## config.mk

```make
export PLATFORM = sky130hd
export DESIGN_NAME = bit_sampler
export DESIGN_NICKNAME = d
export VERILOG_FILES = /design/src/design/bit_sampler.sv
export VERILOG_INCLUDE_DIRS = /design/src /design/src/design
export SDC_FILE = /design/constraint.sdc
export NUM_CORES = 1
export LEC_CHECK = 0
export CORE_UTILIZATION = 45
export CTS_BUF_LIST = sky130_fd_sc_hd__clkbuf_16
export DETAILED_ROUTE_END_ITERATION = 6
export DONT_BUFFER_PORTS = 1
export RECOVER_POWER = 50
export SETUP_SLACK_MARGIN = 0.3
export SLEW_MARGIN = 20
export SYNTH_ARGS = -nofsm -noshare
export SYNTH_HDL_FRONTEND = slang
export SYNTH_SLANG_ARGS = --single-unit
```

## constraint.sdc

```tcl
create_clock -name clk -period 1.1 [get_ports clk]
set_clock_uncertainty 0.05 [all_clocks]
set_input_delay 0.055 -clock clk [delete_from_list [all_inputs] [get_ports clk]]
set_output_delay 0.055 -clock clk [all_outputs]
set_load 0.02 [all_outputs]
```

## src/design/capture_cfg.svh

```systemverilog
`ifndef CAPTURE_CFG_SVH
`define CAPTURE_CFG_SVH

// samples packed into one RAM word
`define CAP_WORD_W 16

// RAM depth is 2**CAP_ADDR_W words
`define CAP_ADDR_W 8

// clocks per serial bit, board builds use clk_hz / baud
`define UART_CLKS_PER_BIT 16

`endif

```

## src/design/bit_sampler.sv

```systemverilog
`timescale 1ns/100ps
`default_nettype none

`include "capture_cfg.svh"

module bit_sampler (
    input  logic                   clk,
    input  logic                   rst,
    input  logic                   enable,
    input  logic                   sig,
    output logic [`CAP_WORD_W-1:0] word,
    output logic                   word_stb
);

    localparam int CNT_W = $clog2(`CAP_WORD_W);
    localparam logic [CNT_W-1:0] LAST = CNT_W'(`CAP_WORD_W - 1);

    logic [`CAP_WORD_W-1:0] shreg;  // newest sample at bit 0
    logic [CNT_W-1:0]       cnt;    // samples taken in this word

    // payload, no reset needed
    always_ff @(posedge clk) begin
        if (enable) begin
            shreg <= {shreg[`CAP_WORD_W-2:0], sig};
        end
    end

    // counter sits at zero while disabled, so a rising enable starts a fresh word
    always_ff @(posedge clk) begin
        if (rst) begin
            cnt      <= '0;
            word_stb <= 1'b0;
        end else if (!enable) begin
            cnt      <= '0;
            word_stb <= 1'b0;
        end else begin
            word_stb <= (cnt == LAST);          // full word after this sample
            if (cnt == LAST) begin
                cnt <= '0;
            end else begin
                cnt <= cnt + 1'b1;
            end
        end
    end

    assign word = shreg;                    // first sample lands in the msb

    // one strobe per word, words are many clocks apart
    a_stb_single : assert property (
        @(posedge clk) disable iff (rst)
        word_stb |=> !word_stb
    );

endmodule

`default_nettype wire

```

## Word-level counts from Yosys, hierarchy flattened

Index checks and enable logic that the tools add are counted.

| word-level totals | value |
|---|---|
| memory bits (read-only) | 0 |
| logic and storage cells | 8 |
| bits in latches | 0 |
| memory bits (writable) | 0 |
| bits in registers | 21 |
| memories | 0 |

| cells by class | value |
|---|---|
| mux-type cells | 0 |
| shifts and indexed selects | 0 |
| order comparisons | 0 |
| equal/unequal tests | 1 |
| add/sub/neg operators | 1 |
| div/mod/pow operators | 0 |
| multipliers | 0 |
| reductions and logical operators | 2 |
| bitwise operators | 1 |

Operators by type and width:

| operator | number |
|---|---|
| $add 4x1->4 const B | 1 |
| $eq 4x4->1 const B | 1 |
| $reduce_or 3->1 | 1 |
| $reduce_or 2->1 | 1 |
| $not 1->1 | 1 |

## Longest topological paths before layout

| depth | value |
|---|---|
| word-level depth | 2 |
| gate-level depth with buffers | 4 |

## Worst setup path after synthesis

Ideal clock, no wire load.

| timing path | value |
|---|---|
| path kind | reg-to-reg |
| start | register cnt[0] |
| end | register cnt[3] |
| path buffers | 0 |
| stages on the path, launching flop included | 5 |
| arrival time | 0.772 ns |
| slack | 0.163 ns |
| setup time | 0.115 ns |
| period minus slack after synthesis | 0.937 ns |
| data required time | 0.935 ns |
| cells stage by stage | dfxtp_1 -> ha_1 -> nand3_1 -> nand2b_4 -> nor2_2 |

| between the ends | value |
|---|---|
| word-level cells in the longest chain between the ends | 2 |
| elaborated cells between the ends (all ways) | 3 |

RTL lines:

| what | RTL line | text |
|---|---|---|
| from (decl) | bit_sampler.sv:19 | `logic [CNT_W-1:0] cnt;` |
| from (signal assigned) | bit_sampler.sv:41 | `cnt <= cnt + 1'b1;` |
| branches (longest 2 deep; another with $add 4x1->4) | n/a |  |

Several ways; the timed one is not identified.
A chain may end at the register's enable or synchronous reset.

## Worst setup path in the final report

| timing path | value |
|---|---|
| start | register shreg[3] (netlist: word[3]) |
| end | output word[3] |

RTL lines:

| what | RTL line | text |
|---|---|---|
| from (decl) | bit_sampler.sv:18 | `` logic [`CAP_WORD_W-1:0] shreg; `` |
| from (signal assigned) | bit_sampler.sv:24 | `` shreg <= {shreg[`CAP_WORD_W-2:0], sig}; `` |
| to (decl) | bit_sampler.sv:11 | `` output logic [`CAP_WORD_W-1:0] word, `` |

No word-level cell between the ends.

==> impl_metrics.tcl <==
set metrics [dict create \
    status "complete, but fails checks" \
    violations "hold timing" \
    nFillCells 77 \
    hold_viol 16 \
    ctsLongestPathBuffers 2 \
    cp.arrival_ps 820 \
    path_clk_slew_ps 50 \
    clock_latency_ps 250 \
    detail-route-antenna-nets 0 \
    drt_iter0_drc 3 \
    fin_crit_ps 929.3 \
    ys_seq_area_share_pct 87.22 \
    syn-cell-area_um2 665.6 \
    cts_tree "yes" \
    synth_top_family_by_area "simple AND/OR/NAND/NOR gates" \
    multi_input_area_um2 116.4 \
    synthXorXnorAreaFrac_pct 2.632 \
    synth_top_area_share_pct 72.18 \
    nets 67 \
    grt_setup_unrepaired "true" \
    cts.htree.levels 1 \
    p_per_area_nw_per_um2 1722 \
    crit_type "reg2out" \
    cts_sinks 21 \
    grt_pass1_wl_mm 1.621 \
    crit_path_start_kind "flip-flop" \
    path_max_fanout 2 \
    muxShareOfSynthArea_pct 0 \
    hold_class "in2reg" \
    grt_pass1_vias 370 \
    hold_buffers 2 \
    power_leakage_nw 0.4058 \
    detailed_place_hpwl_um 721 \
    grt_usage_pct 16.65 \
    wl_per_cell_um 15.20 \
    synthDistinctLibCells 11 \
    grt_remaining_overflow 0 \
    seq_area_um2 589.3 \
    power_mw 1.799 \
    synth-compound-area-share_pct 0 \
    cp_top_family "flip-flops" \
    row_count 13 \
    cap_violations 0 \
    area_growth_pct 56.95 \
    place.gp.congestion 0.5996 \
    grt_max_degree 18 \
    synthAdderAreaFrac_pct 1.880 \
    core_area_um2 1334 \
    antenna_found_initial 0 \
    crit_slowest_cell "edfxtp_1" \
    initial_core_util_pct 49.91 \
    synth_nets 39 \
    worst-path-buf-inv 1 \
    whs_ps -134.6 \
    synth_top_area_cell "edfxtp_1" \
    min_period_over_period_pct 84.48 \
    finalSetupTns_ps 0 \
    synth-simple-area-share_pct 7.707 \
    worstMarginPinSlew_ps 200.3 \
    cpPeakStageDelay_ps 420 \
    vias_per_cell 4.868 \
    die_y_um 40.46 \
    clock.fmax_mhz 1076 \
    worstPathCellList "buf_6" \
    cts_buffers 3 \
    critPathCaptureType "output pin" \
    avgSynthCellArea_um2 19.58 \
    required_ps 1000 \
    route.detailed.drc 0 \
    dr_total_vias 370 \
    dr.pass1.iters 2 \
    wirelength_mm 1.155 \
    drive_above_1_share_pct 54.10 \
    syn_inst 34 \
    ir_drop_mv 1.128 \
    finalSetupViolCount 0 \
    synth.area.top_cells "edfxtp_1 (72%), dfxtp_1 (15%), nor2_1 (2.3%)" \
    diodes 0 \
    io_buffers 0 \
    yosys_warnings 0 \
    synth-seq-cells 21 \
    maxSlewHeadroom_pct 86.63 \
    design.die.area_um2 1637 \
    slew_viol_final 0 \
    cts-root-buf "clkbuf_16" \
    die_w_um 40.46 \
    io_pins 21 \
]
[state kept, by name, indices dropped and copies added (netlist names)]
register and flops:
cnt 4, word_stb 1, word 16
[routing by layer]
layer / routed length (µm) / global-route usage, % / vias up
met5: 0 / 0 / -
met4: 0 / 7.500 / 0
met3: 63 / 6.111 / 0
met2: 627 / 27.78 / 19
met1: 464 / 18.82 / 177
li1: - / - / 174
[metrics by stage]
stage          util (%)  cells  setup slack (ps)  area, µm²  hold WS [ps]
2_1_floorplan         -     34             280.8      694.4         103.9
3_3_place_gp      61.91     64             273.3      825.8         103.9
3_5_place_dp      61.91     64             195.7      825.8         104.0
4_1_cts           76.55     74             174.8       1021        -134.9
5_1_grt           78.33     76             159.4       1045        -138.8
6_report          78.33     76             170.7       1045        -134.6
[layout by cell type, fill, tap and decap left out]
cell type      count
dfxtp_1            2
edfxtp_1          16
inv_1              2
nand2b_4           1
nor2_1             3
nand2b_1           1
dfxtp_2            1
nand3_1            1
xor2_1             1
xnor2_2            1
buf_6             16
nand3_4            1
dfxtp_4            2
buf_4              5
nor2_2             2
dlygate4sd3_1      2
clkbuf_16          3
ha_4               1
[final cells by class]
| cell class | count | area share, % |
|---|---|---|
| Clock inverter | 1 | 0.3593 |
| Clock buffer | 3 | 7.186 |
| Inverter | 1 | 0.3593 |
| Timing Repair Buffer | 23 | 22.75 |
| Multi-Input combinational cell | 12 | 11.14 |
| Tap cell | 15 | 1.796 |
| Sequential cell | 21 | 56.41 |
[power by group]
part	internal [mW]	switching [mW]
sequential	0.897	0.0308
combinational	0.0813	0.0625
clock	0.483	0.245
total	1.46	0.338
[synth_stat cells]
cell type	instances
nand2b_4	1
dfxtp_1	5
nor2_2	1
nand3_1	2
nand2b_1	1
nor2_1	4
ha_1	1
xnor2_1	1
edfxtp_1	16
inv_1	1
xor2_1	1
[what timing repair did]
item                       CTS  global route
pin swaps                    1             0
setup endpoints to repair   20            25
setup buffers                4             2
hold endpoints to repair    19            16
gates resized for setup     17             3
[cells by family (layout without fill, tap and decap cells)]
kind of cell,Yosys count,after routing
XOR/XNOR,2,2
buffers and inverters,1,28
flip-flops,21,21
AND/OR/NAND/NOR,9,9
adder cells (fa/ha/maj),1,1
[path summary, 6_finish.rpt]
path	from	to	slack, ps	cells after the start
worst max-delay path	word[3]	word[3]	170	1
worst min-delay path	enable	word[4]	-130	0
worst max register to register	cnt[1]	cnt[0]	210	4
worst min register to register	cnt[0]	cnt[0]	400	1
Power figures use the tool's default switching activity.
