### src/design/capture_cfg.svh
`ifndef CAPTURE_CFG_SVH
`define CAPTURE_CFG_SVH

// samples packed into one RAM word
`define CAP_WORD_W 16

// RAM depth is 2**CAP_ADDR_W words
`define CAP_ADDR_W 8

// clocks per serial bit, board builds use clk_hz / baud
`define UART_CLKS_PER_BIT 16

`endif

### src/design/capture_pkg.sv
`default_nettype none

`include "capture_cfg.svh"

package capture_pkg;

    // sequencer states
    typedef enum logic [2:0] {
        idle,       // one cycle after reset
        capture,    // sampler running, words go to RAM
        fetch,      // RAM read in flight
        send_lo,    // low byte to UART
        send_hi,    // high byte to UART
        done        // dump finished, waits for start
    } seq_state_e;

    // one RAM write, sequencer to RAM
    typedef struct packed {
        logic                   en;
        logic [`CAP_ADDR_W-1:0] addr;
        logic [`CAP_WORD_W-1:0] data;
    } ram_wr_t;

    // request half of the byte handshake
    typedef struct packed {
        logic       req;
        logic [7:0] data;
    } byte_req_t;

endpackage

`default_nettype wire

### src/design/dump_sequencer.sv
`timescale 1ns/100ps
`default_nettype none

`include "capture_cfg.svh"

module dump_sequencer (
    input  logic                   clk,
    input  logic                   rst,
    input  logic                   start,
    input  logic [`CAP_WORD_W-1:0] word,
    input  logic                   word_stb,
    output logic                   sample_en,
    output capture_pkg::ram_wr_t   wr,
    output logic [`CAP_ADDR_W-1:0] rd_addr,
    input  logic [`CAP_WORD_W-1:0] rd_data,
    output capture_pkg::byte_req_t tx_req,
    input  logic                   ack,
    output logic                   busy,
    output logic                   done
);

    capture_pkg::seq_state_e state;

    logic [`CAP_ADDR_W-1:0] addr;   // write pointer, then read pointer
    logic                   req_q;  // req phase of the handshake
    logic                   sent;   // ack seen, waiting for it to drop

    always_ff @(posedge clk) begin
        if (rst) begin
            state <= capture_pkg::idle;
            addr  <= '0;
            req_q <= 1'b0;
            sent  <= 1'b0;
        end else begin
            case (state)
                capture_pkg::idle: begin
                    state <= capture_pkg::capture;  // capture right after reset
                    addr  <= '0;
                end

                capture_pkg::capture: begin
                    if (word_stb) begin
                        addr <= addr + 1'b1;
                        if (addr == '1) begin           // RAM full
                            state <= capture_pkg::fetch;
                        end
                    end
                end

                // rd_addr already valid, data shows up next cycle
                capture_pkg::fetch: begin
                    state <= capture_pkg::send_lo;
                end

                capture_pkg::send_lo,
                capture_pkg::send_hi: begin
                    if (!sent) begin
                        if (!req_q && !ack) begin
                            req_q <= 1'b1;
                        end else if (req_q && ack) begin
                            req_q <= 1'b0;
                            sent  <= 1'b1;
                        end
                    end else if (!ack) begin            // frame fully out
                        sent <= 1'b0;
                        if (state == capture_pkg::send_lo) begin
                            state <= capture_pkg::send_hi;
                        end else begin
                            addr  <= addr + 1'b1;
                            state <= (addr == '1) ? capture_pkg::done
                                                  : capture_pkg::fetch;
                        end
                    end
                end

                capture_pkg::done: begin
                    if (start) begin
                        state <= capture_pkg::capture;
                        addr  <= '0;
                    end
                end

                default: begin
                    state <= capture_pkg::idle;
                end
            endcase
        end
    end

    assign sample_en = (state == capture_pkg::capture);

    // the RAM never stalls, so the strobe goes straight through
    assign wr.en   = word_stb;
    assign wr.addr = addr;
    assign wr.data = word;

    assign rd_addr = addr;

    // rd_addr is frozen while sending, so rd_data holds steady
    assign tx_req.req  = req_q;
    assign tx_req.data = (state == capture_pkg::send_hi) ? rd_data[15:8] : rd_data[7:0];

    assign busy = (state == capture_pkg::capture) || (state == capture_pkg::fetch) ||
                  (state == capture_pkg::send_lo) || (state == capture_pkg::send_hi);
    assign done = (state == capture_pkg::done);

    // req is only withdrawn once the transmitter has taken the byte
    a_req_hold : assert property (
        @(posedge clk) disable iff (rst)
        $fell(tx_req.req) |-> $past(ack)
    );

    // byte stays put for the whole request
    a_data_stable : assert property (
        @(posedge clk) disable iff (rst)
        tx_req.req |=> (!tx_req.req || $stable(tx_req.data))
    );

endmodule

`default_nettype wire

### config.mk
export PLATFORM = sky130hd
export DESIGN_NAME = dump_sequencer
export DESIGN_NICKNAME = d
export VERILOG_FILES = /design/src/design/capture_pkg.sv /design/src/design/dump_sequencer.sv
export VERILOG_INCLUDE_DIRS = /design/src /design/src/design
export SDC_FILE = /design/constraint.sdc
export NUM_CORES = 1
export LEC_CHECK = 0
export ABC_AREA = 1
export BUFFER_PORTS_ARGS = -buffer_cell sky130_fd_sc_hd__buf_4
export CORE_UTILIZATION = 45
export DETAILED_ROUTE_END_ITERATION = 10
export GPL_TIMING_DRIVEN = 0
export PLACE_DENSITY = 0.91
export SYNTH_ARGS = -nofsm -noshare
export SYNTH_HDL_FRONTEND = slang
export SYNTH_SLANG_ARGS = --single-unit
### constraint.sdc
create_clock -name clk -period 2.25 [get_ports clk]
set_input_delay 0.3375 -clock clk [delete_from_list [all_inputs] [get_ports clk]]
set_output_delay 0.3375 -clock clk [all_outputs]
set_load 0.005 [all_outputs]
Word-level counts from Yosys, hierarchy flattened. Cells that the tools add are included.

Logic and storage cells: 53. Bits in registers: 13. Input port bits: 37.

$add $sub $neg: 1. Mux-type cells: 21. Reductions and logical operators: 14. Equality and inequality tests: 12. Bitwise gates (word level): 1.

Operator list (count): 8-bit two-way mux (6); 8-bit case mux with 4 select lines (1); 3-bit two-way mux (7); 3-bit case mux with 5 select lines (1); 2-bit != test, second input constant (5); 8-bit by 1-bit adder with 8-bit output, second input constant (1); 8-bit == test, second input constant (1); 3-bit by 2-bit == test with 1-bit output, second input constant (2); 3-bit == test, second input constant (2); 1-bit two-way mux (6); 6-bit AND reduction (1); 5-bit AND reduction (1); 4-bit nonzero test (1); 3-bit by 1-bit == test with 1-bit output, second input constant (1); 3-bit zero test (1); 1-bit logical OR (3); 3-bit AND reduction (1); 1-bit logical AND (2); 1-bit zero test (2); 2-bit by 1-bit != test with 1-bit output, second input constant (1); 2-bit nonzero test (1); 2-bit OR reduction (1); 1-bit inverter (1).

Logic depth before layout (Yosys ltp).
Depth in word-level cells: 6. Mapped depth: 9.

Worst setup path before layout. No wires, ideal clock.

Path type: reg-to-reg. From: reg addr[0] (netlist: rd_addr[0]). To: reg state[1]. Setup time: 113 ps. Arrival: 1282 ps. Data required time: 2137 ps. Buffers on the path: 0. Path slack: 855 ps. Stages on the path, launching flop included: 9. Cells stage by stage: dfxtp_1 -> ha_1 -> nand3_1 -> inv_1 -> nand2_1 -> nand2_2 -> nand3_1 -> nor2_1 -> nor2_1.

Cells in the longest elaborated chain, start to end: 6.

Ends and longest elaborated chain: from (decl) (line dump_sequencer.sv:24) `` logic [`CAP_ADDR_W-1:0] addr; ``; from (signal assigned) (line dump_sequencer.sv:43) `addr <= addr + 1'b1;`; from (signal assigned) (line dump_sequencer.sv:69) `addr <= addr + 1'b1;`; 8-bit == test (*) (line dump_sequencer.sv:44, dump_sequencer.sv:70); 3-bit two-way mux (line dump_sequencer.sv:70) `state <= (addr == '1) ? capture_pkg::done`; 3-bit two-way mux (line dump_sequencer.sv:66) `if (state == capture_pkg::send_lo) begin`; 3-bit two-way mux (line dump_sequencer.sv:64) `end else if (!ack) begin`; 3-bit two-way mux (line dump_sequencer.sv:57) `if (!sent) begin`; 3-bit case mux with 5 select lines (line dump_sequencer.sv:35) `case (state)`; to (signal assigned) (line dump_sequencer.sv:37) `state <= capture_pkg::capture;`; to (signal assigned) (line dump_sequencer.sv:67) `state <= capture_pkg::send_hi;`; to (signal assigned) (line dump_sequencer.sv:70); to (decl) (line dump_sequencer.sv:22) `capture_pkg::seq_state_e state;`.

Every way passes the cells marked *; elsewhere a longest branch is shown, timed or not. The select of a mux whose other input is x is not followed. A chain may end at the register's enable or synchronous reset.

==> results.yml <==
critical_path:
  critPathKind: "flip-flop to primary output"
  worst-path-max-fanout: 10
  required_ns: 1.91
  worstSetupEndpointType: "primary output"
  critPathLaunchType: "flip-flop"
  critPathArrivalTime_ns: 1.50
routing:
  drc: 0
  dr.pass1.iters: 4
  first_iter_violations: 25
  post_drt_wl_per_cell_um: 9.38
  vias: 1342
  drtAntennaViolNets: 0
  routed_wl_mm: 2.77
  routed_via_density: 4.55
clocking:
  clock_latency_ns: 0.28
  cts_tree: "built"
  cts_resized: 0
  cts_buffers: 3
  clock_path_buffers: 2
  cts-root-buf: "clkbuf_4"
  htree_levels: 1
  path_clk_slew_ns: 0.08
  cts_num_sinks: 13
  hold_buffers: 0
  post_cts_buffers: 0
finish:
  seq_area_um2: 260
  final_core_util: 0.696
  drive_above_1_share: 0.396
  synthToLayoutAreaGrowth_pct: 45.5
  fin_cells: 295
  antennaDiodeCount: 0
  final.fill_count: 229
  multiInputGateArea_um2: 642
  nNetsFinal: 306
sta:
  finalCriticalPeriod_ns: 1.84
  hold_viol: 0
  fin_hold_ws_ns: 0.467
  tns_ns: 0
  fin_ws_ns: 0.415
  period_share: 0.816
  finalClockSkew_ns: 0.00584
  slew_viol_final: 0
  tightest_slew_ns: 0.473
  timing.fmax_mhz: 545
  grt_setup_unrepaired: "no"
  slew_headroom: 0.685
  finalSetupViolCount: 0
floorplan:
  rows: 18
  die-width_um: 53.5
  coreArea_um2: 2500
  die_area_um2: 2870
  die_h_um: 53.5
  start_util: 0.478
  io_pins: 82
logic_synthesis:
  synth_edf_count: 0
  ys_seq_elements: 13
  syn_inst: 197
  yosysSeqAreaShare: 0.218
  synthFlopType: "dfxtp_1"
  syn_area_per_cell_um2: 6.07
  syn_nets: 237
  async_flop_share: 0
  synth_cell_types: 21
  netlist_area_um2: 1190
  ys_warn_count: 0
place:
  place.gp.congestion: 0.907
  io_buffers: 64
  place_ws_ns: 0.676
  dp.cells: 291
  dp_hpwl_mm: 2.25
min_path:
  hp-class: "primary input to flip-flop"
grt:
  grt_pass1_wl_mm: 4.59
  grt_max_degree: 11
  track_usage: 0.215
  grt-ovfl-total: 0
  grt_pass1_vias: 1123
  antenna_found_initial: 0
pwr:
  peakVddDrop_mv: 0.494
  p_leak_nw: 0.950
  p_per_area_nw_per_um2: 621
status:
  run_status: "completed"
job:
  drv_cap: 0
-- sequential cells by signal, indices dropped and copies added (netlist names) --
signal / count
sent: 1
req_q: 1
rd_addr: 8
state: 3
-- worst paths after layout --
path,from,endpoint,slack (ns),cells past startpoint
setup / recovery,state[1],tx_req[5],0.41,6
hold / removal,ack,sent,0.47,3
setup reg to reg,rd_addr[0],state[1],0.66,8
hold reg to reg,sent,sent,0.52,2
-- synth_stat cells, types with 2 or more instances --
cell	n	area (µm²)
ha_1	3	37.5
nand3_1	16	80.1
nor2_1	17	63.8
a21oi_1	13	65.1
buf_4	27	203
dfxtp_1	13	260
nand2_2	4	25.0
nand3_2	2	20.0
xnor2_1	2	17.5
inv_2	2	7.51
inv_1	20	75.1
nand2_1	65	244
o21ai_0	5	25.0
-- cells in the final DEF (no fill, tap or decap), types with 2 or more instances in the layout --
master    Yosys  final
clkbuf_4      0      3
a21oi_1      13     13
nor2_1       17     17
ha_1          3      3
nand3_1      16     16
buf_4        27     91
inv_1        20     20
nand3_2       2      2
xnor2_1       2      2
nand2_1      65     65
nand2_2       4      4
inv_2         2      2
o21ai_0       5      5
dfxtp_1      13     13
-- stage by stage --
stage                     instance area [µm²]  power, W
after floorplan                          1190  0.000716
final                                    1740   0.00108
after global placement                   1710  0.000929
after global routing                     1740   0.00119
after detailed placement                 1710  0.000938
after CTS                                1740   0.00109
-- logic make-up (layout without fill, tap and decap cells) --
family          Yosys count  in the layout  synth area share
simple gates            108            108             0.402
flops                    13             13             0.218
xor+xnor                  3              3            0.0220
buf+inv                  51            119             0.245
fa+ha+maj                 3              3            0.0314
compound gates           19             19            0.0817
-- worst max-delay path, cell delays in order (launching register included) --
cell and delay (ns):
dfxtp_1 0.44, nor2_1 0.09, nand2_2 0.10, clkinv_1 0.24, nand2_1 0.14, nand2_1 0.07, buf_4 0.13
-- final cells by class --
class,instances,share of cell area
plain buffers,28,0.119
clock buffers,4,0.0151
inverters,23,0.0496
multi-input cells,133,0.369
flip-flops and latches,13,0.150
well taps,30,0.0216
repair buffers,64,0.276
-- per-layer routing --
metal	up-vias	global-route usage	wire, µm
li1	725	-	-
met1	569	0.250	1140
met2	46	0.392	1440
met3	2	0.0621	177
met4	0	0.0351	14
met5	-	0	0
-- power breakdown --
part / total (W) / switching [W] / internal (W)
Sequential: 0.000312 / 0.0000502 / 0.000262
Clock: 0.000149 / 0.0000797 / 0.0000688
Combinational: 0.000619 / 0.000333 / 0.000286
Total: 0.00108 / 0.000462 / 0.000617
(Power assumes the default switching activity.)
