## config.mk

```make
export PLATFORM = sky130hd
export DESIGN_NAME = uart_tx
export DESIGN_NICKNAME = d
export VERILOG_FILES = /design/src/design/capture_pkg.sv /design/src/design/uart_tx.sv
export VERILOG_INCLUDE_DIRS = /design/src /design/src/design
export SDC_FILE = /design/constraint.sdc
export NUM_CORES = 1
export LEC_CHECK = 0
export CAP_MARGIN = 20
export CORE_MARGIN = 4
export CORE_UTILIZATION = 40
export DETAILED_ROUTE_END_ITERATION = 16
export DONT_BUFFER_PORTS = 1
export GPL_ROUTABILITY_DRIVEN = 0
export HOLD_SLACK_MARGIN = 0.02
export PLACE_DENSITY = 0.53
export SYNTH_ARGS = -nofsm -noshare
export SYNTH_HDL_FRONTEND = slang
export SYNTH_SLANG_ARGS = --single-unit
```

## constraint.sdc

```tcl
create_clock -name clk -period 1.85 [get_ports clk]
set_input_delay 0.37 -clock clk [delete_from_list [all_inputs] [get_ports clk]]
set_output_delay 0.37 -clock clk [all_outputs]
set_load 0.1 [all_outputs]
```

## src/design/capture_cfg.svh

```systemverilog
`ifndef CAPTURE_CFG_SVH
`define CAPTURE_CFG_SVH

// samples packed into one RAM word
`define CAP_WORD_W 16

// RAM depth is 2**CAP_ADDR_W words
`define CAP_ADDR_W 8

// clocks per serial bit, board builds use clk_hz / baud
`define UART_CLKS_PER_BIT 16

`endif

```

## src/design/capture_pkg.sv

```systemverilog
`default_nettype none

`include "capture_cfg.svh"

package capture_pkg;

    // sequencer states
    typedef enum logic [2:0] {
        idle,       // one cycle after reset
        capture,    // sampler running, words go to RAM
        fetch,      // RAM read in flight
        send_lo,    // low byte to UART
        send_hi,    // high byte to UART
        done        // dump finished, waits for start
    } seq_state_e;

    // one RAM write, sequencer to RAM
    typedef struct packed {
        logic                   en;
        logic [`CAP_ADDR_W-1:0] addr;
        logic [`CAP_WORD_W-1:0] data;
    } ram_wr_t;

    // request half of the byte handshake
    typedef struct packed {
        logic       req;
        logic [7:0] data;
    } byte_req_t;

endpackage

`default_nettype wire

```

## src/design/uart_tx.sv

```systemverilog
`timescale 1ns/100ps
`default_nettype none

`include "capture_cfg.svh"

module uart_tx (
    input  logic                   clk,
    input  logic                   rst,
    input  capture_pkg::byte_req_t tx_req,
    output logic                   ack,
    output logic                   tx
);

    localparam int CNT_W = $clog2(`UART_CLKS_PER_BIT + 1);
    localparam logic [CNT_W-1:0] BIT_LAST = CNT_W'(`UART_CLKS_PER_BIT - 1);

    logic [9:0]       frame;    // stop, data, start; shifted out lsb first
    logic [3:0]       bit_idx;  // bits already put on the line
    logic [CNT_W-1:0] clk_cnt;  // clocks left in the current bit
    logic             active;
    logic             tx_q;

    always_ff @(posedge clk) begin
        if (rst) begin
            ack     <= 1'b0;
            active  <= 1'b0;
            tx_q    <= 1'b1;                // line idles high
            bit_idx <= '0;
            clk_cnt <= '0;
        end else if (active) begin
            if (clk_cnt != '0) begin
                clk_cnt <= clk_cnt - 1'b1;
            end else if (bit_idx == 4'd10) begin
                active <= 1'b0;             // stop bit over
            end else begin
                tx_q    <= frame[0];
                clk_cnt <= BIT_LAST;
                bit_idx <= bit_idx + 1'b1;
            end
        end else if (ack) begin
            if (!tx_req.req) begin
                ack <= 1'b0;                // fourth phase
            end
        end else if (tx_req.req) begin
            ack     <= 1'b1;
            active  <= 1'b1;
            bit_idx <= '0;
            clk_cnt <= '0;                  // start bit goes out next cycle
        end
    end

    // frame payload, loaded on accept and shifted per bit
    always_ff @(posedge clk) begin
        if (!active && !ack && tx_req.req) begin
            frame <= {1'b1, tx_req.data, 1'b0};
        end else if (active && clk_cnt == '0 && bit_idx != 4'd10) begin
            frame <= {1'b1, frame[9:1]};
        end
    end

    assign tx = tx_q;

    // ack only answers a pending request
    a_ack_on_req : assert property (
        @(posedge clk) disable iff (rst)
        $rose(ack) |-> $past(tx_req.req)
    );

endmodule

`default_nettype wire

```

# After elaboration in Yosys (flattened, before gate mapping)
# Cells that the tools add are included.
# word_totals
ff_bits	21
in_bits	11
out_inout_bits	2
elab_cells	47
# classes
add_sub_neg	2
n_eq_ne	6
muxes	17
bitwise	2
reduce_logical	13
# ops
cell	n
$mux 5	5
$mux 4	5
$mux 9	2
$reduce_and 3->1	2
$logic_not 5->1	1
$mux 1	5
$reduce_bool 5->1	1
$sub 5x1->5 const B	1
$add 4x1->4 const B	1
$eq 4x4->1 const B	1
$logic_and 1x1->1	4
$ne 2x2->1 const B	2
$ne 4x4->1 const B	1
$reduce_and 4->1	1
$reduce_bool 2->1	2
$ne 3x3->1 const B	1
$logic_not 1->1	2
$ne 2x1->1 const B	1
$not 1->1	2

# Longest topological paths before layout
# Gate-level depths: netlist of run 1.
# depth
ltp_word	5
ltp_mapped	8
mapped_depth_nobuf	6

# Worst setup path before layout of run 1
# Ideal clock, no wire load.
# synth_path
path_type	reg-to-reg
startpoint	register ack
endpoint	register frame[1], enable pin
setup_time_ns	0.280
arrival_ns	1.632
required_time_ns	1.570
slack_ns	-0.061
stages_incl_launch_ff	4
path_buffers	0
synth_period_minus_slack_ns	1.911
cell_sequence	dfxtp_1 nor3b_2 a31oi_1 inv_1
# synth_between
elab_chain_len	4
# synth_rtl
element	line_no	source
start, declared	uart_tx.sv:10	output logic ack,
start signal, assigned	uart_tx.sv:25	ack <= 1'b0;
start signal, assigned	uart_tx.sv:42	ack <= 1'b0;
start signal, assigned	uart_tx.sv:45	ack <= 1'b1;
$logic_not 1->1	uart_tx.sv:54	if (!active && !ack && tx_req.req) begin
$logic_and 1x1->1 (2 in series)	uart_tx.sv:54	
$reduce_bool 2->1 (no line)	n/a	
end signal, assigned	uart_tx.sv:55	frame <= {1'b1, tx_req.data, 1'b0};
end signal, assigned	uart_tx.sv:57	frame <= {1'b1, frame[9:1]};
end, declared	uart_tx.sv:17	logic [9:0] frame;
# Every way passes these cells.
# A chain may end at the register's enable or synchronous reset.

# Worst setup path in the final report of run 1
# layout_path
startpoint	register clk_cnt[0]
endpoint	register tx_q (netlist: tx)
# layout_between
elab_chain_len	3
# layout_rtl
element	line_no	source
start, declared	uart_tx.sv:19	logic [CNT_W-1:0] clk_cnt;
start signal, assigned	uart_tx.sv:32	clk_cnt <= clk_cnt - 1'b1;
$reduce_bool 5->1	uart_tx.sv:31	if (clk_cnt != '0) begin
$not 1->1 (no line)	n/a	
$reduce_and 3->1 (no line)	n/a	
end signal, assigned	uart_tx.sv:36	tx_q <= frame[0];
end, declared	uart_tx.sv:21	logic tx_q;
# Every way passes these cells.

==> results.yml, run 1 <==
setup_path:
  path_max_fanout: 6
  critical-path-max-stage-delay_ps: 340
  cp_slowest_cell: "dfxtp_1"
  critPathLaunchType: "register"
  r2r_cells: 7
  required_ps: 2060
  path_class: "register to register"
  crit_path_cell_trace: "inv_1 > ha_2 > nor4b_4 > and3_1 > buf_4 > nor2b_1 > a211o_1"
  critPathArrivalTime_ps: 1960
  cp-end-kind: "register"
finish:
  n_antenna_cell: 0
  final_core_util_pct: 48.2
  drive_gt1_share_pct: 23.8
  area_growth_pct: 10.5
  seq_area_um2: 502
  nFillCells: 224
  final_cell_area_um2: 1120
  multi_input_area_um2: 475
  fin_cells: 129
  nets: 116
synth:
  syn_area_um2: 1010
  synthesis.nets: 108
  synth_cell_types: 33
  synth.largest_area_cell: "dfxtp_1"
  yosys-top-cells-count: "dfxtp_1, edfxtp_1, nand2_1, a22o_1, nor2_1"
  synth_seq_cells: 21
  avgSynthCellArea_um2: 10.8
  synth_seq_area_share_pct: 49.4
  synthCells: 94
  yosys-top-cells-area: "dfxtp_1, edfxtp_1, a22o_1"
  async_flop_share_pct: 0
  yosysWarnings: 0
  post-synth-top-count-cell: "dfxtp_1"
  synth_top_area_share_pct: 25.7
  synth_ff_type: "dfxtp_1"
  synth-edff-count: 8
timing:
  setup_ws_ps: 107
  skew_ps: 4.54
  setup_viol: 0
  layout_min_cycle_time_ps: 1740
  period_share_pct: 94.2
  setup-tns-final_ps: 0
  slew_headroom_pct: 73.6
  tightest_slew_ps: 396
  max_freq_mhz: 574
  rsz0062_at_grt: "no"
  hold_viol: 0
  slew_viol_final: 0
  hold_slack_ps: 102
cts:
  max-clock-path-buffers: 2
  holdBufCountCts: 0
  cts_setup_buffers: 0
  clock-sinks: 21
  clk_latency_ps: 310
  htreeDepth: 1
  path_clk_slew_ps: 130
  ctsRootBufferMaster: "clkbuf_4"
  cts_inserted_buffers: 3
  cts_tree: "yes"
detailed_routing:
  routed_wl_um: 1960
  avgViaCountPerCell: 5.69
  ant_nets: 0
  initialDrtViolationCount: 24
  dr.pass1.iters: 6
  wire_per_inst_um: 15.2
  drc: 0
  vias: 734
power:
  power_density_nw_per_um2: 933
  clkPwrFrac_pct: 22.2
  combPwrFrac_pct: 23.3
  seqPwrFrac_pct: 54.5
  p_leak_nw: 0.426
  internal_power_mw: 0.725
  vdd_drop_max_mv: 0.461
  power.switching_mw: 0.318
  totalPowerFinal_mw: 1.04
  switching_share_pct: 30.5
run_status:
  status: "finished, final reports clean"
place:
  dp_hpwl_um: 1440
  pre_cts_slack_ps: -34.3
  postPlaceCellArea_um2: 1080
  io_buffer_count: 0
  placed_cells: 125
grt:
  grt_pass1_wl_um: 3190
  first_global_vias: 742
  grt_usage_pct: 12.1
  grt_max_degree: 13
  grt_overflow_total: 0
  antenna_found_initial: 0
job:
  maxCapViolCount: 0
die:
  die_y_um: 58.3
  die_w_um: 58.3
  dieArea_um2: 3400
  initial_core_util_pct: 43.7
  io_pins: 13
  core_area_um2: 2320
  rows: 17
min_path:
  hp-class: "input pin to register"
  holdPathStages: 1
layout make-up:
type / instances / share of cell area [%]
Sequential cell: 21 / 44.9
Clock inverter: 1 / 0.447
Inverter: 5 / 1.68
Multi-Input combinational cell: 63 / 42.5
Tap cell: 28 / 3.13
Timing Repair Buffer: 8 / 5.37
Clock buffer: 3 / 2.01
repair_timing:
| action | CTS | global route |
|---|---|---|
| setup endpoints to repair | 8 | 12 |
| pin swaps | 0 | 1 |
| resized for setup | 1 | 2 |
routing by layer:
| layer | global-route usage (%) | vias up | share of wire (%) |
|---|---|---|---|
| li1 | - | 367 | - |
| met1 | 15.9 | 352 | 47 |
| met2 | 19.8 | 11 | 48 |
| met3 | 1.97 | 4 | 2.8 |
| met4 | 4.97 | 0 | 1.6 |
| met5 | 0 | - | 0 |
power by group through the flow:
stage	Sequential, mW	Clock, mW	Combinational, mW
6_report	0.569	0.232	0.243
5_1_grt	0.575	0.268	0.266
4_1_cts	0.567	0.237	0.239
3_5_place_dp	0.579	0	0.237
3_3_place_gp	0.576	0	0.231
2_1_floorplan	0.598	0	0.160
layout by cell type, fill, tap and decap left out:
cell       count
nand3b_1       2
a211o_1        1
a21oi_1        4
nor3_1         1
a211oi_2       1
or2_1          1
buf_4          8
ha_2           1
edfxtp_1       8
or4b_4         1
o21ai_4        1
clkbuf_4       3
nand3_1        6
dfxtp_1       12
inv_1          4
nor2_1         7
a21o_1         1
a22oi_2        1
ha_1           2
nand4b_1       1
and3_1         1
nand2_1        8
nor4b_4        1
clkinv_2       1
nor3b_2        2
inv_2          1
a22o_1         7
a31oi_1        3
a22oi_1        1
o2bb2ai_1      1
mux2i_1        3
dfxtp_2        1
o211ai_1       2
or3b_2         1
nor2b_1        1
mux2_2         1
logic make-up (layout without fill, tap and decap cells):
group           count (synthesis)  after routing  synth area share (%)
buf+inv                        10             17                  4.70
mux                             4              4                  4.08
compound gates                 23             23                  18.7
simple gates                   33             33                  19.4
flops                          21             21                  49.4
fa+ha+maj                       3              3                  3.71
sequential cells by signal, summed over array words and instances (netlist names):
signal	cells
active	1
tx	1
bit_idx	4
clk_cnt	5
ack	1
frame	9
worst max-delay path, delay by kind of cell (launching register included):
| family | cells | cell delay [ps] |
|---|---|---|
| AOI/OAI and AO/OA | 1 | 250 |
| adders and majority gates | 1 | 210 |
| buffers and inverters | 2 | 250 |
| DFF | 1 | 340 |
| and+or+nand+nor | 3 | 610 |
worst paths after layout:
path | from | end | slack [ps]
min reg2reg | clk_cnt[1] | clk_cnt[1] | 490
max | clk_cnt[0] | tx | 110
min | rst | clk_cnt[3] | 100
max reg2reg | clk_cnt[0] | tx | 110
No activity file was read; power rests on OpenSTA's default activity.
==> inputs of run 2 (changes only) <==
- RECOVER_POWER: not set -> 50
==> run 2 against run 1 <==
Net effect:
- die area is the same
- global-route usage is the same
- cell area shrank 0.45%
- count of clock-buffer cells in the layout is the same
- critical path type unchanged
- largest power group unchanged
==> results.yml, run 2 (same netlist as run 1, synthesis figures left out) <==
run_status:
  status: "finished, final reports clean"
die:
  io_pins: 13
  initial_core_util_pct: 43.7
  dieArea_um2: 3400
  die_w_um: 58.3
  core_area_um2: 2320
  die_y_um: 58.3
  rows: 17
detailed_routing:
  ant_nets: 0
  wire_per_inst_um: 15.2
  vias: 732
  drc: 0
  avgViaCountPerCell: 5.67
  routed_wl_um: 1960
  dr.pass1.iters: 5
  initialDrtViolationCount: 24
finish:
  largest_reg_flops: 9
  nets: 116
  final_core_util_pct: 48.0
  drive_gt1_share_pct: 23.8
  multi_input_area_um2: 475
  area_growth_pct: 10.0
  nFillCells: 225
  layout_commonest_cell: "dfxtp_1"
  reg_top3: "frame (9), clk_cnt (5), bit_idx (4)"
  final_cell_mix: "dfxtp_1, nand2_1, edfxtp_1"
  n_antenna_cell: 0
  seq_area_um2: 502
  regMostFlops: "frame"
min_path:
  worstHoldStart: "rst"
  min_to: "clk_cnt[3]"
  hp-class: "input pin to register"
  holdPathStages: 1
cts:
  htreeDepth: 1
  cts_inserted_buffers: 3
  clock-sinks: 21
  clk_latency_ps: 310
  max-clock-path-buffers: 2
  path_clk_slew_ps: 130
  cts_tree: "yes"
  ctsRootBufferMaster: "clkbuf_4"
  cts_setup_buffers: 0
  holdBufCountCts: 0
setup_path:
  reg2reg_to: "tx"
  r2r-start: "clk_cnt[0]"
  critPathLaunchType: "register"
  critPathArrivalTime_ps: 1960
  r2r_cells: 7
  required_ps: 2060
  ff2ff_setup_slack_ps: 100
  cp_slowest_cell: "dfxtp_1"
  critical-path-max-stage-delay_ps: 340
  cp-end-kind: "register"
  crit_path_cell_trace: "inv_1 > ha_2 > nor4b_4 > and3_1 > buf_4 > nor2b_1 > a211o_1"
  path_max_fanout: 6
  path_class: "register to register"
timing:
  setup_viol: 0
  rsz0062_at_grt: "no"
  skew_ps: 4.54
  setup-tns-final_ps: 0
  max_freq_mhz: 573
  tightest_slew_ps: 558
  setup_ws_ps: 105
  period_share_pct: 94.3
  hold_viol: 0
  layout_min_cycle_time_ps: 1750
  slew_headroom_pct: 62.8
  slew_viol_final: 0
power:
  p_leak_nw: 0.424
  power_density_nw_per_um2: 935
  vdd_drop_max_mv: 0.461
  totalPowerFinal_mw: 1.04
place:
  dp_hpwl_um: 1440
  pre_cts_slack_ps: -34.3
  io_buffer_count: 0
grt:
  first_global_vias: 742
  grt_pass1_wl_um: 3190
  grt_usage_pct: 12.1
  grt_overflow_total: 0
  grt_max_degree: 13
  antenna_found_initial: 0
job:
  maxCapViolCount: 0
[run 2: cell count changes in the layout (fill, tap and decap cells not counted)]
cell and delta:
buf_4 -2, clkbuf_2 +2
[run 2: what timing repair did]
| action | in CTS | in global routing |
|---|---|---|
| gates resized for setup | 1 | 2 |
| setup endpoints to repair | 8 | 12 |
| pin swaps | 0 | 1 |
[run 2: worst max path at each step]
| stage | startpoint | to | slack, ps | cells past startpoint |
|---|---|---|---|---|
| global placement | clk_cnt[0] | frame[8] | 10 | 6 |
| finish | clk_cnt[0] | tx | 100 | 7 |
| global route | clk_cnt[0] | clk_cnt[3] | 5 | 6 |
| floorplan | clk_cnt[0] | frame[1] | 150 | 7 |
| detailed placement | clk_cnt[0] | frame[7] | -30 | 6 |
| CTS | clk_cnt[0] | tx | 30 | 7 |
[run 2: final cells by class]
| type | count | area share (%) |
|---|---|---|
| tap | 28 | 3.15 |
| timing repair buffer | 8 | 4.94 |
| inverter | 5 | 1.69 |
| sequential | 21 | 45.1 |
| clock inverter | 1 | 0.449 |
| clock buffer | 3 | 2.02 |
| multi-input combinational | 63 | 42.7 |
[run 2: stage by stage]
| stage | hold slack, ps | instance area [µm²] | std cells |
|---|---|---|---|
| after floorplan | 435 | 1010 | 94 |
| after global placement | 437 | 1080 | 125 |
| after detailed placement | 439 | 1080 | 125 |
| after CTS | 95.5 | 1110 | 129 |
| after global routing | 70.7 | 1110 | 129 |
| final | 102 | 1110 | 129 |
[run 2: routing by layer]
| metal | global-route usage (%) | up-vias | part of all wire [%] | routed length [µm] |
|---|---|---|---|---|
| met2 | 19.8 | 11 | 48 | 950 |
| met1 | 15.9 | 350 | 47 | 923 |
| met3 | 1.97 | 4 | 2.8 | 55 |
| li1 | - | 367 | - | - |
| met4 | 4.97 | 0 | 1.6 | 31 |
| met5 | 0 | - | 0 | 0 |
[run 2: report_power, final]
group | leakage (nW) | internal (mW) | switching, mW
combinational | 0.220 | 0.105 | 0.136
clock | 0.0177 | 0.0808 | 0.151
sequential | 0.186 | 0.537 | 0.0318
[run 2: worst max-delay path, delay by kind of cell (launching register included)]
| family | cells | cell delay (ps) |
|---|---|---|
| compound gates | 1 | 250 |
| buf+inv | 2 | 250 |
| simple gates | 3 | 610 |
| flops | 1 | 340 |
| fa+ha+maj | 1 | 210 |
==> inputs of run 3 (changes only) <==
- CTS_CLUSTER_DIAMETER: not set -> 200
- PLACE_DENSITY: 0.53 -> not set
- PLACE_DENSITY_LB_ADDON: not set -> 0.2
==> run 3 against run 2 <==
Net effect:
- flip-flop and latch count unchanged
- cell area rose by 0.90%
- global-route usage is 0.24 points lower
- critical path depth is the same
- largest cell class unchanged
- critical path type unchanged
- sequential power barely moved
==> results.yml, run 3 (same netlist as run 1, synthesis figures left out) <==
place:
  placed_cells: 124
  io_buffer_count: 0
  pre_cts_slack_ps: 84.1
  dp_hpwl_um: 1300
detailed_routing:
  initialDrtViolationCount: 5
  vias: 714
  ant_nets: 0
  dr.pass1.iters: 4
  drc: 0
  wire_per_inst_um: 14.0
  routed_wl_um: 1810
  avgViaCountPerCell: 5.53
die:
  dieArea_um2: 3400
  core_area_um2: 2320
  io_pins: 13
  die_w_um: 58.3
  rows: 17
  initial_core_util_pct: 43.7
  die_y_um: 58.3
setup_path:
  path_class: "register to register"
  critPathLaunchType: "register"
  path_max_fanout: 7
  required_ps: 2090
  critPathArrivalTime_ps: 2000
  cp-end-kind: "register"
finish:
  nets: 116
  n_antenna_cell: 0
  regMostFlops: "frame"
  largest_reg_flops: 9
  layout_commonest_cell: "dfxtp_1"
  final_cell_mix: "dfxtp_1, nand2_1, edfxtp_1"
  final_core_util_pct: 48.5
  drive_gt1_share_pct: 20.8
  fin_cells: 129
  area_growth_pct: 11.0
  reg_top3: "frame (9), clk_cnt (5), bit_idx (4)"
timing:
  max_freq_mhz: 568
  tightest_slew_ps: 555
  slew_viol_final: 0
  skew_ps: 1.68
  hold_slack_ps: 126
  period_share_pct: 95.1
  layout_min_cycle_time_ps: 1760
  setup_ws_ps: 89.9
  hold_viol: 0
  slew_headroom_pct: 63.0
  setup_viol: 0
grt:
  grt_usage_pct: 11.9
  grt_max_degree: 17
  antenna_found_initial: 0
  gr-max-usage-layer: "met2"
  grt_overflow_total: 0
  first_global_vias: 681
  grtUsageMet2_pct: 18.8
  grt_pass1_wl_um: 3150
  grt.met3_usage_pct: 4.17
  use_met1_pct: 15.9
cts:
  ctsRootBufferMaster: "clkbuf_4"
  cts_inserted_buffers: 3
  cts_tree: "yes"
  max-clock-path-buffers: 2
  clk_latency_ps: 290
  clock-sinks: 21
  path_clk_slew_ps: 110
  holdBufCountCts: 0
  htreeDepth: 1
power:
  power_density_nw_per_um2: 912
  p_leak_nw: 0.424
  totalPowerFinal_mw: 1.02
  vdd_drop_max_mv: 0.652
min_path:
  hp-class: "input pin to register"
job:
  maxCapViolCount: 0
run_status:
  status: "finished, final reports clean"
[run 3: layout make-up]
class | count | area, µm²
clock buffers | 4 | 26.3
fillers | 208 | 1190
inverters | 5 | 18.8
multi-input cells | 63 | 475
flip-flops and latches | 21 | 500
well taps | 28 | 35.0
repair buffers | 8 | 67.6
[run 3: path summary, 6_finish.rpt]
kind               from  cells past startpoint  slack (ps)    endpoint
max reg2reg  clk_cnt[0]                      7          90  clk_cnt[1]
max          clk_cnt[0]                      7          90  clk_cnt[1]
min                 rst                      1         130  clk_cnt[3]
min reg2reg  clk_cnt[1]                      2         490  clk_cnt[1]
[run 3: power breakdown]
| part | internal [mW] | total (mW) | switching, mW |
|---|---|---|---|
| clock network | 0.0839 | 0.211 | 0.127 |
| logic | 0.112 | 0.246 | 0.135 |
| registers | 0.537 | 0.567 | 0.0308 |
[run 3: layer usage]
metal	up-vias	part of all wire, %
met5	-	0
li1	364	-
met2	9	46
met1	339	48
met4	0	0.72
met3	2	4.5
[run 3: per-stage QoR]
| step | area (µm²) | setup TNS (ps) |
|---|---|---|
| after CTS | 1110 | 0 |
| after global placement | 1080 | 0 |
| after floorplan | 1010 | 0 |
| final | 1120 | 0 |
| after detailed placement | 1080 | 0 |
| after global routing | 1120 | -12.5 |
[run 3: timing repair]
item / in CTS / in global routing
hold endpoints to repair: 0 / 0
resized for setup: 0 / 2
endpoints found under the setup margin: 0 / 13
setup buffers: 0 / 1
[run 3: worst max-delay path, stage by stage, from the launching register on]
cell	delay, ps
dfxtp_1	340
inv_1	70
ha_2	210
or4b_4	510
o21ai_4	240
buf_4	150
nand3_1	70
a21oi_1	120
